### config.mk
export PLATFORM = sky130hd
export DESIGN_NAME = eeprom_i2c_top
export DESIGN_NICKNAME = d
export VERILOG_FILES = /design/src/verilog/eeprom_pkg.sv /design/src/verilog/axil_regs.sv /design/src/verilog/i2c_ctrl.sv /design/src/verilog/i2c_bit_engine.sv /design/src/verilog/eeprom_i2c_top.sv
export VERILOG_INCLUDE_DIRS = /design/src /design/src/verilog
export SDC_FILE = /design/constraint.sdc
export NUM_CORES = 1
export LEC_CHECK = 0
export BUFFER_PORTS_ARGS = -buffer_cell sky130_fd_sc_hd__buf_2
export CAP_MARGIN = 0
export CORE_MARGIN = 10
export CORE_UTILIZATION = 42
export CTS_BUF_LIST = sky130_fd_sc_hd__clkbuf_4
export CTS_CLUSTER_DIAMETER = 30
export DETAILED_ROUTE_END_ITERATION = 10
export GPL_ROUTABILITY_DRIVEN = 1
export PLACE_DENSITY = 0.68
export SLEW_MARGIN = 20
export SYNTH_ARGS = -nofsm -noshare
export SYNTH_HDL_FRONTEND = slang
export SYNTH_SLANG_ARGS = --single-unit
### constraint.sdc
create_clock -name CLK -period 7.1 [get_ports CLK]
set_input_delay 0.355 -clock CLK [delete_from_list [all_inputs] [get_ports CLK]]
set_output_delay 0.355 -clock CLK [all_outputs]
set_load 0.01 [all_outputs]
### src/verilog/eeprom_cfg.svh
`ifndef EEPROM_CFG_SVH
`define EEPROM_CFG_SVH

// clk cycles per quarter of an scl period
`define EE_QTR_CYCLES 4

// 24c16 style device code, upper nibble of the control byte
`define EE_DEV_CODE 4'b1010

// axi4-lite byte address width
`define EE_AXI_AW 4

// register map, byte offsets
`define EE_REG_ADDR   4'h0
`define EE_REG_WDATA  4'h4
`define EE_REG_CTRL   4'h8
`define EE_REG_STATUS 4'hC

`endif

### src/verilog/eeprom_pkg.sv
`default_nettype none

package eeprom_pkg;

    // host command, register block to controller
    typedef struct packed {
        logic        rd;
        logic [10:0] addr;
        logic [7:0]  wdata;
    } ee_cmd_t;

    // transfer result back to the register block
    typedef struct packed {
        logic [7:0] rdata;
        logic       nack;
    } ee_rsp_t;

    typedef enum logic [1:0] {
        OP_START,
        OP_STOP,
        OP_WRITE,
        OP_READ
    } bit_op_e;

    typedef struct packed {
        bit_op_e    op;
        logic [7:0] tx_byte;
        logic       master_ack;  // reads only, 1 drives ack low
    } bit_req_t;

    typedef struct packed {
        logic [7:0] rx_byte;
        logic       slave_ack;   // 1 when slave pulled sda low
    } bit_rsp_t;

endpackage

`default_nettype wire

### src/verilog/axil_regs.sv
`timescale 1ns/1ps
`default_nettype none

`include "eeprom_cfg.svh"

module axil_regs (
    input  logic                  CLK,
    input  logic                  RESET,
    input  logic [`EE_AXI_AW-1:0] s_awaddr,
    input  logic                  s_awvalid,
    output logic                  s_awready,
    input  logic [31:0]           s_wdata,
    input  logic                  s_wvalid,
    output logic                  s_wready,
    output logic [1:0]            s_bresp,
    output logic                  s_bvalid,
    input  logic                  s_bready,
    input  logic [`EE_AXI_AW-1:0] s_araddr,
    input  logic                  s_arvalid,
    output logic                  s_arready,
    output logic [31:0]           s_rdata,
    output logic [1:0]            s_rresp,
    output logic                  s_rvalid,
    input  logic                  s_rready,
    output eeprom_pkg::ee_cmd_t   cmd,
    output logic                  cmd_valid,
    input  logic                  cmd_ready,
    input  eeprom_pkg::ee_rsp_t   rsp,
    input  logic                  rsp_valid
);

    logic [10:0] addr_q;
    logic [7:0]  wdata_q;
    logic        rd_q;
    logic        busy_q;
    logic        done_q;
    logic        nack_q;
    logic [7:0]  rdata_q;
    logic        wr_fire;
    logic        rd_fire;
    logic        go_fire;
    logic        aw_take;
    logic [31:0] rd_mux;

    assign s_bresp = 2'b00;
    assign s_rresp = 2'b00;

    assign aw_take = s_awvalid && s_wvalid && !s_awready && !s_bvalid;
    assign wr_fire = s_awready && s_awvalid && s_wvalid;
    assign rd_fire = s_arready && s_arvalid;
    // go ignored while a transfer is in flight
    assign go_fire = wr_fire && (s_awaddr == `EE_REG_CTRL) && s_wdata[0] && !busy_q;

    always_ff @(posedge CLK)
    begin
        if (RESET)
        begin
            s_awready <= 1'b0;
            s_wready  <= 1'b0;
            s_bvalid  <= 1'b0;
            s_arready <= 1'b0;
            s_rvalid  <= 1'b0;
        end
        else
        begin
            s_awready <= aw_take;
            s_wready  <= aw_take;
            if (wr_fire)
                s_bvalid <= 1'b1;
            else if (s_bready)
                s_bvalid <= 1'b0;
            s_arready <= s_arvalid && !s_arready && !s_rvalid;
            if (rd_fire)
                s_rvalid <= 1'b1;
            else if (s_rready)
                s_rvalid <= 1'b0;
        end
    end

    always_ff @(posedge CLK)
    begin
        if (RESET)
        begin
            addr_q    <= '0;
            wdata_q   <= '0;
            rd_q      <= 1'b0;
            busy_q    <= 1'b0;
            done_q    <= 1'b0;
            nack_q    <= 1'b0;
            rdata_q   <= '0;
            cmd_valid <= 1'b0;
        end
        else
        begin
            if (cmd_valid && cmd_ready)
                cmd_valid <= 1'b0;
            if (wr_fire)
            begin
                case (s_awaddr)
                    `EE_REG_ADDR:  addr_q  <= s_wdata[10:0];
                    `EE_REG_WDATA: wdata_q <= s_wdata[7:0];
                    `EE_REG_CTRL:
                    begin
                        rd_q   <= s_wdata[1];
                        done_q <= 1'b0;
                    end
                    default: ;
                endcase
            end
            if (go_fire)
            begin
                cmd_valid <= 1'b1;
                busy_q    <= 1'b1;
            end
            if (rsp_valid)
            begin
                busy_q  <= 1'b0;
                done_q  <= 1'b1;
                nack_q  <= rsp.nack;
                rdata_q <= rsp.rdata;
            end
        end
    end

    always_ff @(posedge CLK)
    begin
        if (go_fire)
            cmd <= '{rd: s_wdata[1], addr: addr_q, wdata: wdata_q};
        if (rd_fire)
            s_rdata <= rd_mux;
    end

    always_comb
    begin
        case (s_araddr)
            `EE_REG_ADDR:   rd_mux = {21'd0, addr_q};
            `EE_REG_WDATA:  rd_mux = {24'd0, wdata_q};
            `EE_REG_CTRL:   rd_mux = {30'd0, rd_q, 1'b0};  // go reads as 0
            `EE_REG_STATUS: rd_mux = {16'd0, rdata_q, 5'd0, nack_q, done_q, busy_q};
            default:        rd_mux = 32'd0;
        endcase
    end

endmodule

`default_nettype wire

### src/verilog/i2c_ctrl.sv
`timescale 1ns/1ps
`default_nettype none

`include "eeprom_cfg.svh"

module i2c_ctrl (
    input  logic                 CLK,
    input  logic                 RESET,
    input  eeprom_pkg::ee_cmd_t  cmd,
    input  logic                 cmd_valid,
    output logic                 cmd_ready,
    output eeprom_pkg::ee_rsp_t  rsp,
    output logic                 rsp_valid,
    output eeprom_pkg::bit_req_t req,
    output logic                 req_valid,
    input  logic                 req_ready,
    input  eeprom_pkg::bit_rsp_t op_rsp,
    input  logic                 op_done
);

    typedef enum logic [3:0] {
        S_IDLE,
        S_START,
        S_CTRL_W,
        S_ADDR,
        S_DATA,
        S_RSTART,
        S_CTRL_R,
        S_READ,
        S_STOP
    } state_e;

    state_e              state;
    state_e              state_nxt;
    eeprom_pkg::ee_cmd_t cmd_q;
    logic                wait_q;  // request accepted, op_done pending

    assign cmd_ready = (state == S_IDLE);
    assign req_valid = (state != S_IDLE) && !wait_q;

    always_comb
    begin
        req.op         = eeprom_pkg::OP_STOP;
        req.tx_byte    = 8'h00;
        req.master_ack = 1'b0;
        case (state)
            S_START, S_RSTART:
                req.op = eeprom_pkg::OP_START;
            S_CTRL_W:
            begin
                req.op      = eeprom_pkg::OP_WRITE;
                req.tx_byte = {`EE_DEV_CODE, cmd_q.addr[10:8], 1'b0};
            end
            S_ADDR:
            begin
                req.op      = eeprom_pkg::OP_WRITE;
                req.tx_byte = cmd_q.addr[7:0];
            end
            S_DATA:
            begin
                req.op      = eeprom_pkg::OP_WRITE;
                req.tx_byte = cmd_q.wdata;
            end
            S_CTRL_R:
            begin
                req.op      = eeprom_pkg::OP_WRITE;
                req.tx_byte = {`EE_DEV_CODE, cmd_q.addr[10:8], 1'b1};
            end
            S_READ:
                req.op = eeprom_pkg::OP_READ;  // single byte, master nack
            default: ;
        endcase
    end

    // any slave nack goes straight to stop
    always_comb
    begin
        case (state)
            S_START:  state_nxt = S_CTRL_W;
            S_CTRL_W: state_nxt = op_rsp.slave_ack ? S_ADDR : S_STOP;
            S_ADDR:
            begin
                if (!op_rsp.slave_ack)
                    state_nxt = S_STOP;
                else if (cmd_q.rd)
                    state_nxt = S_RSTART;
                else
                    state_nxt = S_DATA;
            end
            S_DATA:   state_nxt = S_STOP;
            S_RSTART: state_nxt = S_CTRL_R;
            S_CTRL_R: state_nxt = op_rsp.slave_ack ? S_READ : S_STOP;
            S_READ:   state_nxt = S_STOP;
            default:  state_nxt = S_IDLE;
        endcase
    end

    always_ff @(posedge CLK)
    begin
        if (RESET)
        begin
            state     <= S_IDLE;
            wait_q    <= 1'b0;
            rsp_valid <= 1'b0;
        end
        else
        begin
            rsp_valid <= 1'b0;
            if (req_valid && req_ready)
                wait_q <= 1'b1;
            if (state == S_IDLE)
            begin
                if (cmd_valid)
                    state <= S_START;
            end
            else if (op_done)
            begin
                wait_q <= 1'b0;
                state  <= state_nxt;
                if (state == S_STOP)
                    rsp_valid <= 1'b1;
            end
        end
    end

    always_ff @(posedge CLK)
    begin
        if (cmd_valid && cmd_ready)
        begin
            cmd_q     <= cmd;
            rsp.nack  <= 1'b0;
            rsp.rdata <= 8'h00;
        end
        if (op_done)
        begin
            if (req.op == eeprom_pkg::OP_WRITE && !op_rsp.slave_ack)
                rsp.nack <= 1'b1;
            if (state == S_READ)
                rsp.rdata <= op_rsp.rx_byte;
        end
    end

endmodule

`default_nettype wire

### src/verilog/i2c_bit_engine.sv
`timescale 1ns/1ps
`default_nettype none

`include "eeprom_cfg.svh"

module i2c_bit_engine (
    input  logic                 CLK,
    input  logic                 RESET,
    input  eeprom_pkg::bit_req_t req,
    input  logic                 req_valid,
    output logic                 req_ready,
    output eeprom_pkg::bit_rsp_t op_rsp,
    output logic                 op_done,
    output logic                 scl,
    output logic                 sda_low,
    input  logic                 sda_in
);

    localparam int QW = $clog2(`EE_QTR_CYCLES + 1);

    logic                busy;
    eeprom_pkg::bit_op_e op_q;
    logic [7:0]          tx_q;
    logic                mack_q;
    logic [QW-1:0]       qcnt;
    logic                qtick;
    logic [5:0]          step;       // quarter index within the operation
    logic [5:0]          last_step;
    logic [1:0]          drive_fin;
    logic [1:0]          drive_nxt;
    logic                data_op;

    // {scl, sda_low} for a given quarter; data bits are 4 quarters, scl high in 1 and 2
    function automatic logic [1:0] line_drive(input eeprom_pkg::bit_op_e op,
                                              input logic [5:0] st,
                                              input logic [7:0] tx,
                                              input logic mack);
        logic [3:0] b;
        logic       d;
        b = st[5:2];
        d = 1'b0;
        case (op)
            eeprom_pkg::OP_START: line_drive = {1'b1, st[0]};            // sda falls in q1
            eeprom_pkg::OP_STOP:  line_drive = {st != 6'd0, st != 6'd2};  // sda rises in q2
            default:
            begin
                if (b < 4'd8)
                    d = (op == eeprom_pkg::OP_WRITE) ? ~tx[3'd7 - b[2:0]] : 1'b0;
                else
                    d = (op == eeprom_pkg::OP_READ) ? mack : 1'b0;  // ack slot
                line_drive = {st[1:0] == 2'd1 || st[1:0] == 2'd2, d};
            end
        endcase
    endfunction

    assign req_ready = ~busy;
    assign qtick     = busy && (qcnt == QW'(`EE_QTR_CYCLES - 1));
    assign data_op   = (op_q == eeprom_pkg::OP_WRITE) || (op_q == eeprom_pkg::OP_READ);
    assign drive_nxt = line_drive(op_q, step + 6'd1, tx_q, mack_q);

    always_comb
    begin
        case (op_q)
            eeprom_pkg::OP_START:
            begin
                last_step = 6'd1;
                drive_fin = 2'b01;  // scl low, hold sda low
            end
            eeprom_pkg::OP_STOP:
            begin
                last_step = 6'd2;
                drive_fin = 2'b10;  // bus released
            end
            default:
            begin
                last_step = 6'd35;
                drive_fin = 2'b00;
            end
        endcase
    end

    always_ff @(posedge CLK)
    begin
        if (RESET)
        begin
            busy    <= 1'b0;
            op_done <= 1'b0;
            scl     <= 1'b1;
            sda_low <= 1'b0;
            qcnt    <= '0;
            step    <= '0;
        end
        else
        begin
            op_done <= 1'b0;
            if (!busy)
            begin
                if (req_valid)
                begin
                    busy           <= 1'b1;
                    qcnt           <= '0;
                    step           <= '0;
                    {scl, sda_low} <= line_drive(req.op, 6'd0, req.tx_byte, req.master_ack);
                end
            end
            else
            begin
                qcnt <= qtick ? '0 : qcnt + 1'b1;
                if (qtick && step == last_step)
                begin
                    busy           <= 1'b0;
                    op_done        <= 1'b1;
                    {scl, sda_low} <= drive_fin;
                end
                else if (qtick)
                begin
                    step           <= step + 6'd1;
                    {scl, sda_low} <= drive_nxt;
                end
            end
        end
    end

    always_ff @(posedge CLK)
    begin
        if (!busy && req_valid)
        begin
            op_q   <= req.op;
            tx_q   <= req.tx_byte;
            mack_q <= req.master_ack;
        end
        // sample at the q1 to q2 boundary, scl high
        if (qtick && data_op && step[1:0] == 2'd1)
        begin
            if (step[5:2] < 4'd8)
                op_rsp.rx_byte <= {op_rsp.rx_byte[6:0], sda_in};
            else
                op_rsp.slave_ack <= ~sda_in;
        end
    end

endmodule

`default_nettype wire

### src/verilog/eeprom_i2c_top.sv
`timescale 1ns/1ps
`default_nettype none

`include "eeprom_cfg.svh"

module eeprom_i2c_top (
    input  logic                  CLK,
    input  logic                  RESET,
    input  logic [`EE_AXI_AW-1:0] s_awaddr,
    input  logic                  s_awvalid,
    output logic                  s_awready,
    input  logic [31:0]           s_wdata,
    input  logic                  s_wvalid,
    output logic                  s_wready,
    output logic [1:0]            s_bresp,
    output logic                  s_bvalid,
    input  logic                  s_bready,
    input  logic [`EE_AXI_AW-1:0] s_araddr,
    input  logic                  s_arvalid,
    output logic                  s_arready,
    output logic [31:0]           s_rdata,
    output logic [1:0]            s_rresp,
    output logic                  s_rvalid,
    input  logic                  s_rready,
    output logic                  scl,
    output logic                  sda_low,
    input  logic                  sda_in
);

    eeprom_pkg::ee_cmd_t  cmd;
    logic                 cmd_valid;
    logic                 cmd_ready;
    eeprom_pkg::ee_rsp_t  rsp;
    logic                 rsp_valid;
    eeprom_pkg::bit_req_t req;
    logic                 req_valid;
    logic                 req_ready;
    eeprom_pkg::bit_rsp_t op_rsp;
    logic                 op_done;

    axil_regs u_regs (
        .CLK, .RESET,
        .s_awaddr, .s_awvalid, .s_awready,
        .s_wdata, .s_wvalid, .s_wready,
        .s_bresp, .s_bvalid, .s_bready,
        .s_araddr, .s_arvalid, .s_arready,
        .s_rdata, .s_rresp, .s_rvalid, .s_rready,
        .cmd, .cmd_valid, .cmd_ready,
        .rsp, .rsp_valid
    );

    i2c_ctrl u_ctrl (
        .CLK, .RESET,
        .cmd, .cmd_valid, .cmd_ready,
        .rsp, .rsp_valid,
        .req, .req_valid, .req_ready,
        .op_rsp, .op_done
    );

    i2c_bit_engine u_engine (
        .CLK, .RESET,
        .req, .req_valid, .req_ready,
        .op_rsp, .op_done,
        .scl, .sda_low, .sda_in
    );

endmodule

`default_nettype wire

After elaboration in Yosys (flattened, before gate mapping)
Index checks and enable logic that the tools add are counted.
- reductions and logical operators: 59
- $lt $le $gt $ge: 3
- add/sub/neg operators: 3
- multiplexer cells: 56
- equal/unequal tests: 28
- bitwise gates (word level): 6
- operator list (operator ; number):
    $pmux 16 s4 ; 1
    $pmux 8 s4 ; 1
    $mux 1 ; 31
    $eq 4x3->1 const B ; 6
    $mux 4 ; 6
    $mux 6 ; 4
    $pmux 4 s6 ; 1
    $logic_and 1x1->1 ; 20
    $mux 9 ; 2
    $eq 4x4->1 const B ; 4
    $reduce_and 2->1 ; 8
    $reduce_bool 2->1 ; 7
    $logic_not 4->1 ; 3
    $pmux 2 s2 ; 3
    $pmux 6 s2 ; 1
    $mux 3 ; 3
    $eq 2x1->1 const B ; 4
    $eq 2x2->1 const B ; 4
    $eq 4x2->1 const B ; 2
    $logic_not 1->1 ; 8
    $lt 4x4->1 const B ; 2
    $mux 8 ; 1
    $reduce_or 2->1 ; 4
    $add 6x1->6 const B ; 1
    other kinds (19) ; 28
- word-level logic and storage cells: 189
- bits in registers: 155

Longest topological paths before layout
- depth after elaboration: 11
- depth in mapped cells: 8
- depth with buffers taken out: 7

By module
Synthesis repeated with hierarchy kept, for this count alone.
- cell total of the unflattened synthesis: 515
- area total of the unflattened synthesis: 6127.1 µm²
- modules (own cells, without submodules) (module ; area each (µm²) ; instances ; cells an instance):
    axil_regs ; 2950.3 ; 1 ; 230
    i2c_bit_engine ; 1724.2 ; 1 ; 165
    i2c_ctrl ; 1452.6 ; 1 ; 120

Worst setup path before layout
No wires, ideal clock.
- path kind: register to register
- start: register u_regs.s_awready
- end: register u_regs.cmd[0] (netlist name)
- slack: 4.595 ns
- cell stages (with the launch flop): 6
- path buffers: 0
- arrival time: 2.109 ns
- required time: 6.703 ns
- clock period less this slack: 2.505 ns
- setup time: 0.397 ns
- cells stage by stage: dfxtp_1 -> nand3_1 -> or3_1 -> nor3b_2 -> nand2_1 -> nor2_1
- longest elaborated chain between the ends: 5
- ends and longest elaborated chain (element ; RTL line ; RTL):
    from (decl) ; axil_regs.sv:11 ; output logic s_awready,
    from (signal assigned) ; axil_regs.sv:66 ; s_awready <= aw_take;
    $logic_and 1x1->1 (2 in a row) ; axil_regs.sv:49 ; assign wr_fire = s_awready && s_awvalid && s_wvalid;
    $logic_and 1x1->1 (3 in a row) ; axil_regs.sv:52 ; assign go_fire = wr_fire && (s_awaddr == `EE_REG_CTRL) && s_wdata[0] && !busy_q;
    named net u_regs.go_fire ; axil_regs.sv:41 ; logic go_fire;
The timed path passes the listed nets, and every way through them passes these cells.
A chain may end at the register's enable or synchronous reset.

Worst setup path after layout
- start: register u_ctrl.state[3]
- end: register u_engine.step[2]
- longest elaborated chain between the ends: 4
- ends and longest elaborated chain (element ; RTL line ; RTL):
    from (decl) ; i2c_ctrl.sv:33 ; state_e state;
    from (signal assigned) ; i2c_ctrl.sv:119 ; state <= state_nxt;
    $reduce_bool 4->1 ; i2c_ctrl.sv:39 ; assign req_valid = (state != S_IDLE) && !wait_q;
    $logic_and 1x1->1 ; i2c_ctrl.sv:39 ;
    $reduce_bool 2->1 (no source line) ; n/a ;
    $reduce_and 3->1 (no source line) ; n/a ;
    to (signal assigned) ; i2c_bit_engine.sv:117 ; step <= step + 6'd1;
    to (decl) ; i2c_bit_engine.sv:27 ; logic [5:0] step;
Every way passes these cells.

==> impl_metrics.py <==
metrics = {
    "power": {
        "power_mw": 1.36,
        "vdd_drop_max_uv": 207,
        "p_per_area_nw_per_um2": 216,
        "p_leak_nw": 2.27,
    },
    "setup_path": {
        "reg2regPathDepth": 6,
        "cp.arrival_ns": 2.98,
        "worstSetupStartpoint": "u_ctrl.state[3]$_SDFFE_PP0P_",
        "worstSetupStartpointType": "flip-flop",
        "setup.worst_path.end": "u_engine.step[2]$_SDFFE_PP0P_",
        "setup.worst_path.class": "reg -> reg",
        "cp.required_ns": 7.56,
        "r2r_start": "u_ctrl.state[3]$_SDFFE_PP0P_",
        "r2r-end": "u_engine.step[2]$_SDFFE_PP0P_",
        "crit_path_end_kind": "flip-flop",
        "crit_fanout": 18,
        "rrSetupSlack_ns": 4.58,
    },
    "cells_and_area": {
        "regArea_sq_um": 3530,
        "multiInputGateArea_sq_um": 1960,
        "num_antenna_cells": 0,
        "fillCellCount": 1221,
        "finalNonFillerCells": 722,
        "utilization": 0.475,
        "final_area_sq_um": 6300,
        "area_growth_pct": 10.5,
        "layout.nets": 586,
        "drive_above_1_share": 0.170,
    },
    "floorplanning": {
        "die_w_um": 136,
        "die_height_um": 136,
        "die_area_sq_um": 18600,
        "rows": 42,
        "core_area_sq_um": 13200,
        "io_pins": 91,
        "start_util": 0.430,
    },
    "synthesis": {
        "yosysTopAreaCell": "edfxtp_1",
        "yosysWarnings": 0,
        "netlist_top_cells_area": "edfxtp_1 (40%), dfxtp_1 (22%), mux2i_1 (5.3%)",
        "yosys_most_used_dff": "edfxtp_1",
        "synthArstFlopShare": 0,
        "syn_avg_cell_area_sq_um": 11.7,
        "synth_edf_count": 75,
        "ys_ff_latch": 139,
        "synth_top_area_frac": 0.395,
        "syn_area_sq_um": 5700,
        "yosysUniqueCellTypes": 58,
        "ys_seq_area_frac": 0.620,
        "syn_inst": 487,
    },
    "timing": {
        "final_max_slew_viol_count": 0,
        "worst_pin_slew_ns": 1.03,
        "skew_ns": 0.0185,
        "fin_ws_ns": 4.58,
        "fmax_mhz": 396,
        "rsz0062_at_grt": "no",
        "fin_hold_ws_ns": 0.0460,
        "period_minus_slack_ns": 2.52,
        "finalHoldViolCount": 0,
        "min_period_over_period": 0.355,
        "setup_viol": 0,
        "tns_ns": 0,
        "relSlewSlack": 0.314,
    },
    "clocking": {
        "root_buffer": "clkbuf_4",
        "clock_latency_ns": 0.54,
        "cts_buffers": 17,
        "cts_sinks": 139,
        "htreeDepth": 4,
        "clk_path_buf_depth": 2,
        "cts_tree": "built",
        "clkTransAtPathRegs_ns": 0.12,
    },
    "grt": {
        "top_usage_layer": "met2",
        "grt_max_degree": 58,
        "grt_pass1_wl_um": 17500,
        "grt_util_met1": 0.145,
        "track_usage": 0.119,
        "grt_overflow": 0,
        "use_met2": 0.184,
        "grt_pass1_vias": 3590,
        "antenna_found_initial": 0,
        "met3_usage": 0.0432,
    },
    "placement": {
        "pre_cts_slack_ns": 4.60,
        "dp_hpwl_um": 7660,
        "place_area_sq_um": 6000,
        "port_buffers": 49,
        "place.gp.congestion": 0.779,
        "place_inst": 688,
    },
    "route": {
        "post_drt_via_cell_ratio": 5.13,
        "num_vias": 3701,
        "ant_nets": 0,
        "drtIter0Drc": 183,
        "post_drt_wl_per_cell_um": 14.8,
        "drt_wl_total_um": 10700,
        "dr.pass1.iters": 4,
        "drc": 0,
    },
    "worst_hold_path": {
        "hold_class": "in -> reg",
    },
    "job": {
        "drv_cap": 0,
    },
    "outcome": {
        "outcome": "complete, no violations",
    },
}
==> area by class of cell <==
type	instances	area share
clock inverter	13	0.0203
sequential	139	0.561
multi-input combinational	312	0.311
clock buffer	19	0.0227
tap	176	0.0350
timing repair buffer	52	0.0433
inverter	11	0.00656
==> cells in the mapped netlist (7+ instances only) <==
| master | number |
|---|---|
| mux2i_1 | 30 |
| buf_4 | 22 |
| edfxtp_1 | 75 |
| and3_1 | 7 |
| nand3_1 | 15 |
| dfxtp_1 | 64 |
| nand2_1 | 29 |
| a22o_1 | 11 |
| a21oi_1 | 31 |
| nor3_1 | 10 |
| clkbuf_1 | 16 |
| nor2_1 | 67 |
| inv_1 | 10 |
==> worst min-delay path by stage <==
stage                                  endpoint  cells past startpoint                      from  slack, ns
floorplan             u_ctrl.cmd_q[0]$_DFFE_PP_                      0   u_regs.cmd[0]$_DFFE_PP_       0.40
global placement     u_ctrl.cmd_q[10]$_DFFE_PP_                      0  u_regs.cmd[10]$_DFFE_PP_       0.40
detailed placement    u_ctrl.cmd_q[2]$_DFFE_PP_                      0   u_regs.cmd[2]$_DFFE_PP_       0.40
CTS                 u_regs.s_awready$_SDFF_PP0_                      3                 s_awvalid      0.001
global route        u_regs.s_awready$_SDFF_PP0_                      3                  s_wvalid       0.02
finish              u_regs.s_awready$_SDFF_PP0_                      3                 s_awvalid       0.05
==> critical path: stages (launching register included) <==
cell,delay (ns)
dfxtp_1,0.77
nor4_4,0.14
nor3_2,0.70
or2_1,0.27
and2_1,0.27
nand4b_1,0.13
a21oi_1,0.17
==> flip-flops by register name, indices dropped and copies added, names as in the netlist, 2 cells and up <==
name             cells
u_engine.step        6
u_regs.wdata_q       8
u_regs.addr_q       11
u_engine.op_rsp      9
u_engine.qcnt        3
u_regs.cmd          20
u_engine.tx_q        8
u_regs.rdata_q       8
u_ctrl.cmd_q        20
u_ctrl.state         4
u_engine.op_q        2
u_regs.s_rdata      16
u_ctrl.rsp           9
==> layout by cell type, fill, tap and decap left out, types with 4 or more instances in the layout <==
cell type,Yosys,routed
inv_1,10,10
a22o_1,11,11
nand2_1,29,29
nor2_1,67,67
dfxtp_1,64,64
nand3_1,15,15
and2_1,5,5
xnor2_1,4,4
a21oi_1,31,31
ha_1,5,5
clkbuf_4,0,19
a31oi_1,4,4
conb_1,1,20
nor3_1,10,8
buf_2,4,49
edfxtp_1,75,75
mux2i_1,30,30
nor4_1,4,4
or3_1,5,5
nand2b_1,5,5
nor2b_1,5,5
and3_1,7,7
==> layer usage <==
| metal | part of all wire | routed length, um |
|---|---|---|
| met5 | 0 | 0 |
| met4 | 0.017 | 186 |
| met3 | 0.069 | 742 |
| met2 | 0.47 | 4990 |
| met1 | 0.45 | 4780 |
==> logic make-up (layout without fill, tap and decap cells) <==
family	after synthesis	after routing	synth area share
AO/OA/AOI/OAI	77	77	0.0918
XOR/XNOR	5	5	0.00769
adder cells (fa/ha/maj)	5	5	0.0110
buffers and inverters	55	95	0.0516
flip-flops	139	139	0.620
multiplexers	34	34	0.0665
other	1	20	0.000658
AND/OR/NAND/NOR	171	171	0.151
==> power breakdown <==
group / leakage [nW] / total, mW / internal (mW) / switching, mW
clock: 0.145 / 0.485 / 0.212 / 0.272
sequential: 1.21 / 0.843 / 0.842 / 0.00136
combinational: 0.916 / 0.0346 / 0.0107 / 0.0238
total: 2.27 / 1.36 / 1.07 / 0.297
==> what timing repair did <==
| action | 4_1_cts | 5_1_grt |
|---|---|---|
| hold buffers | 1 | 1 |
| setup buffers | 0 | 0 |
| resized for setup | 0 | 0 |
| endpoints found under the hold margin | 1 | 1 |
(Power assumes the default switching activity.)
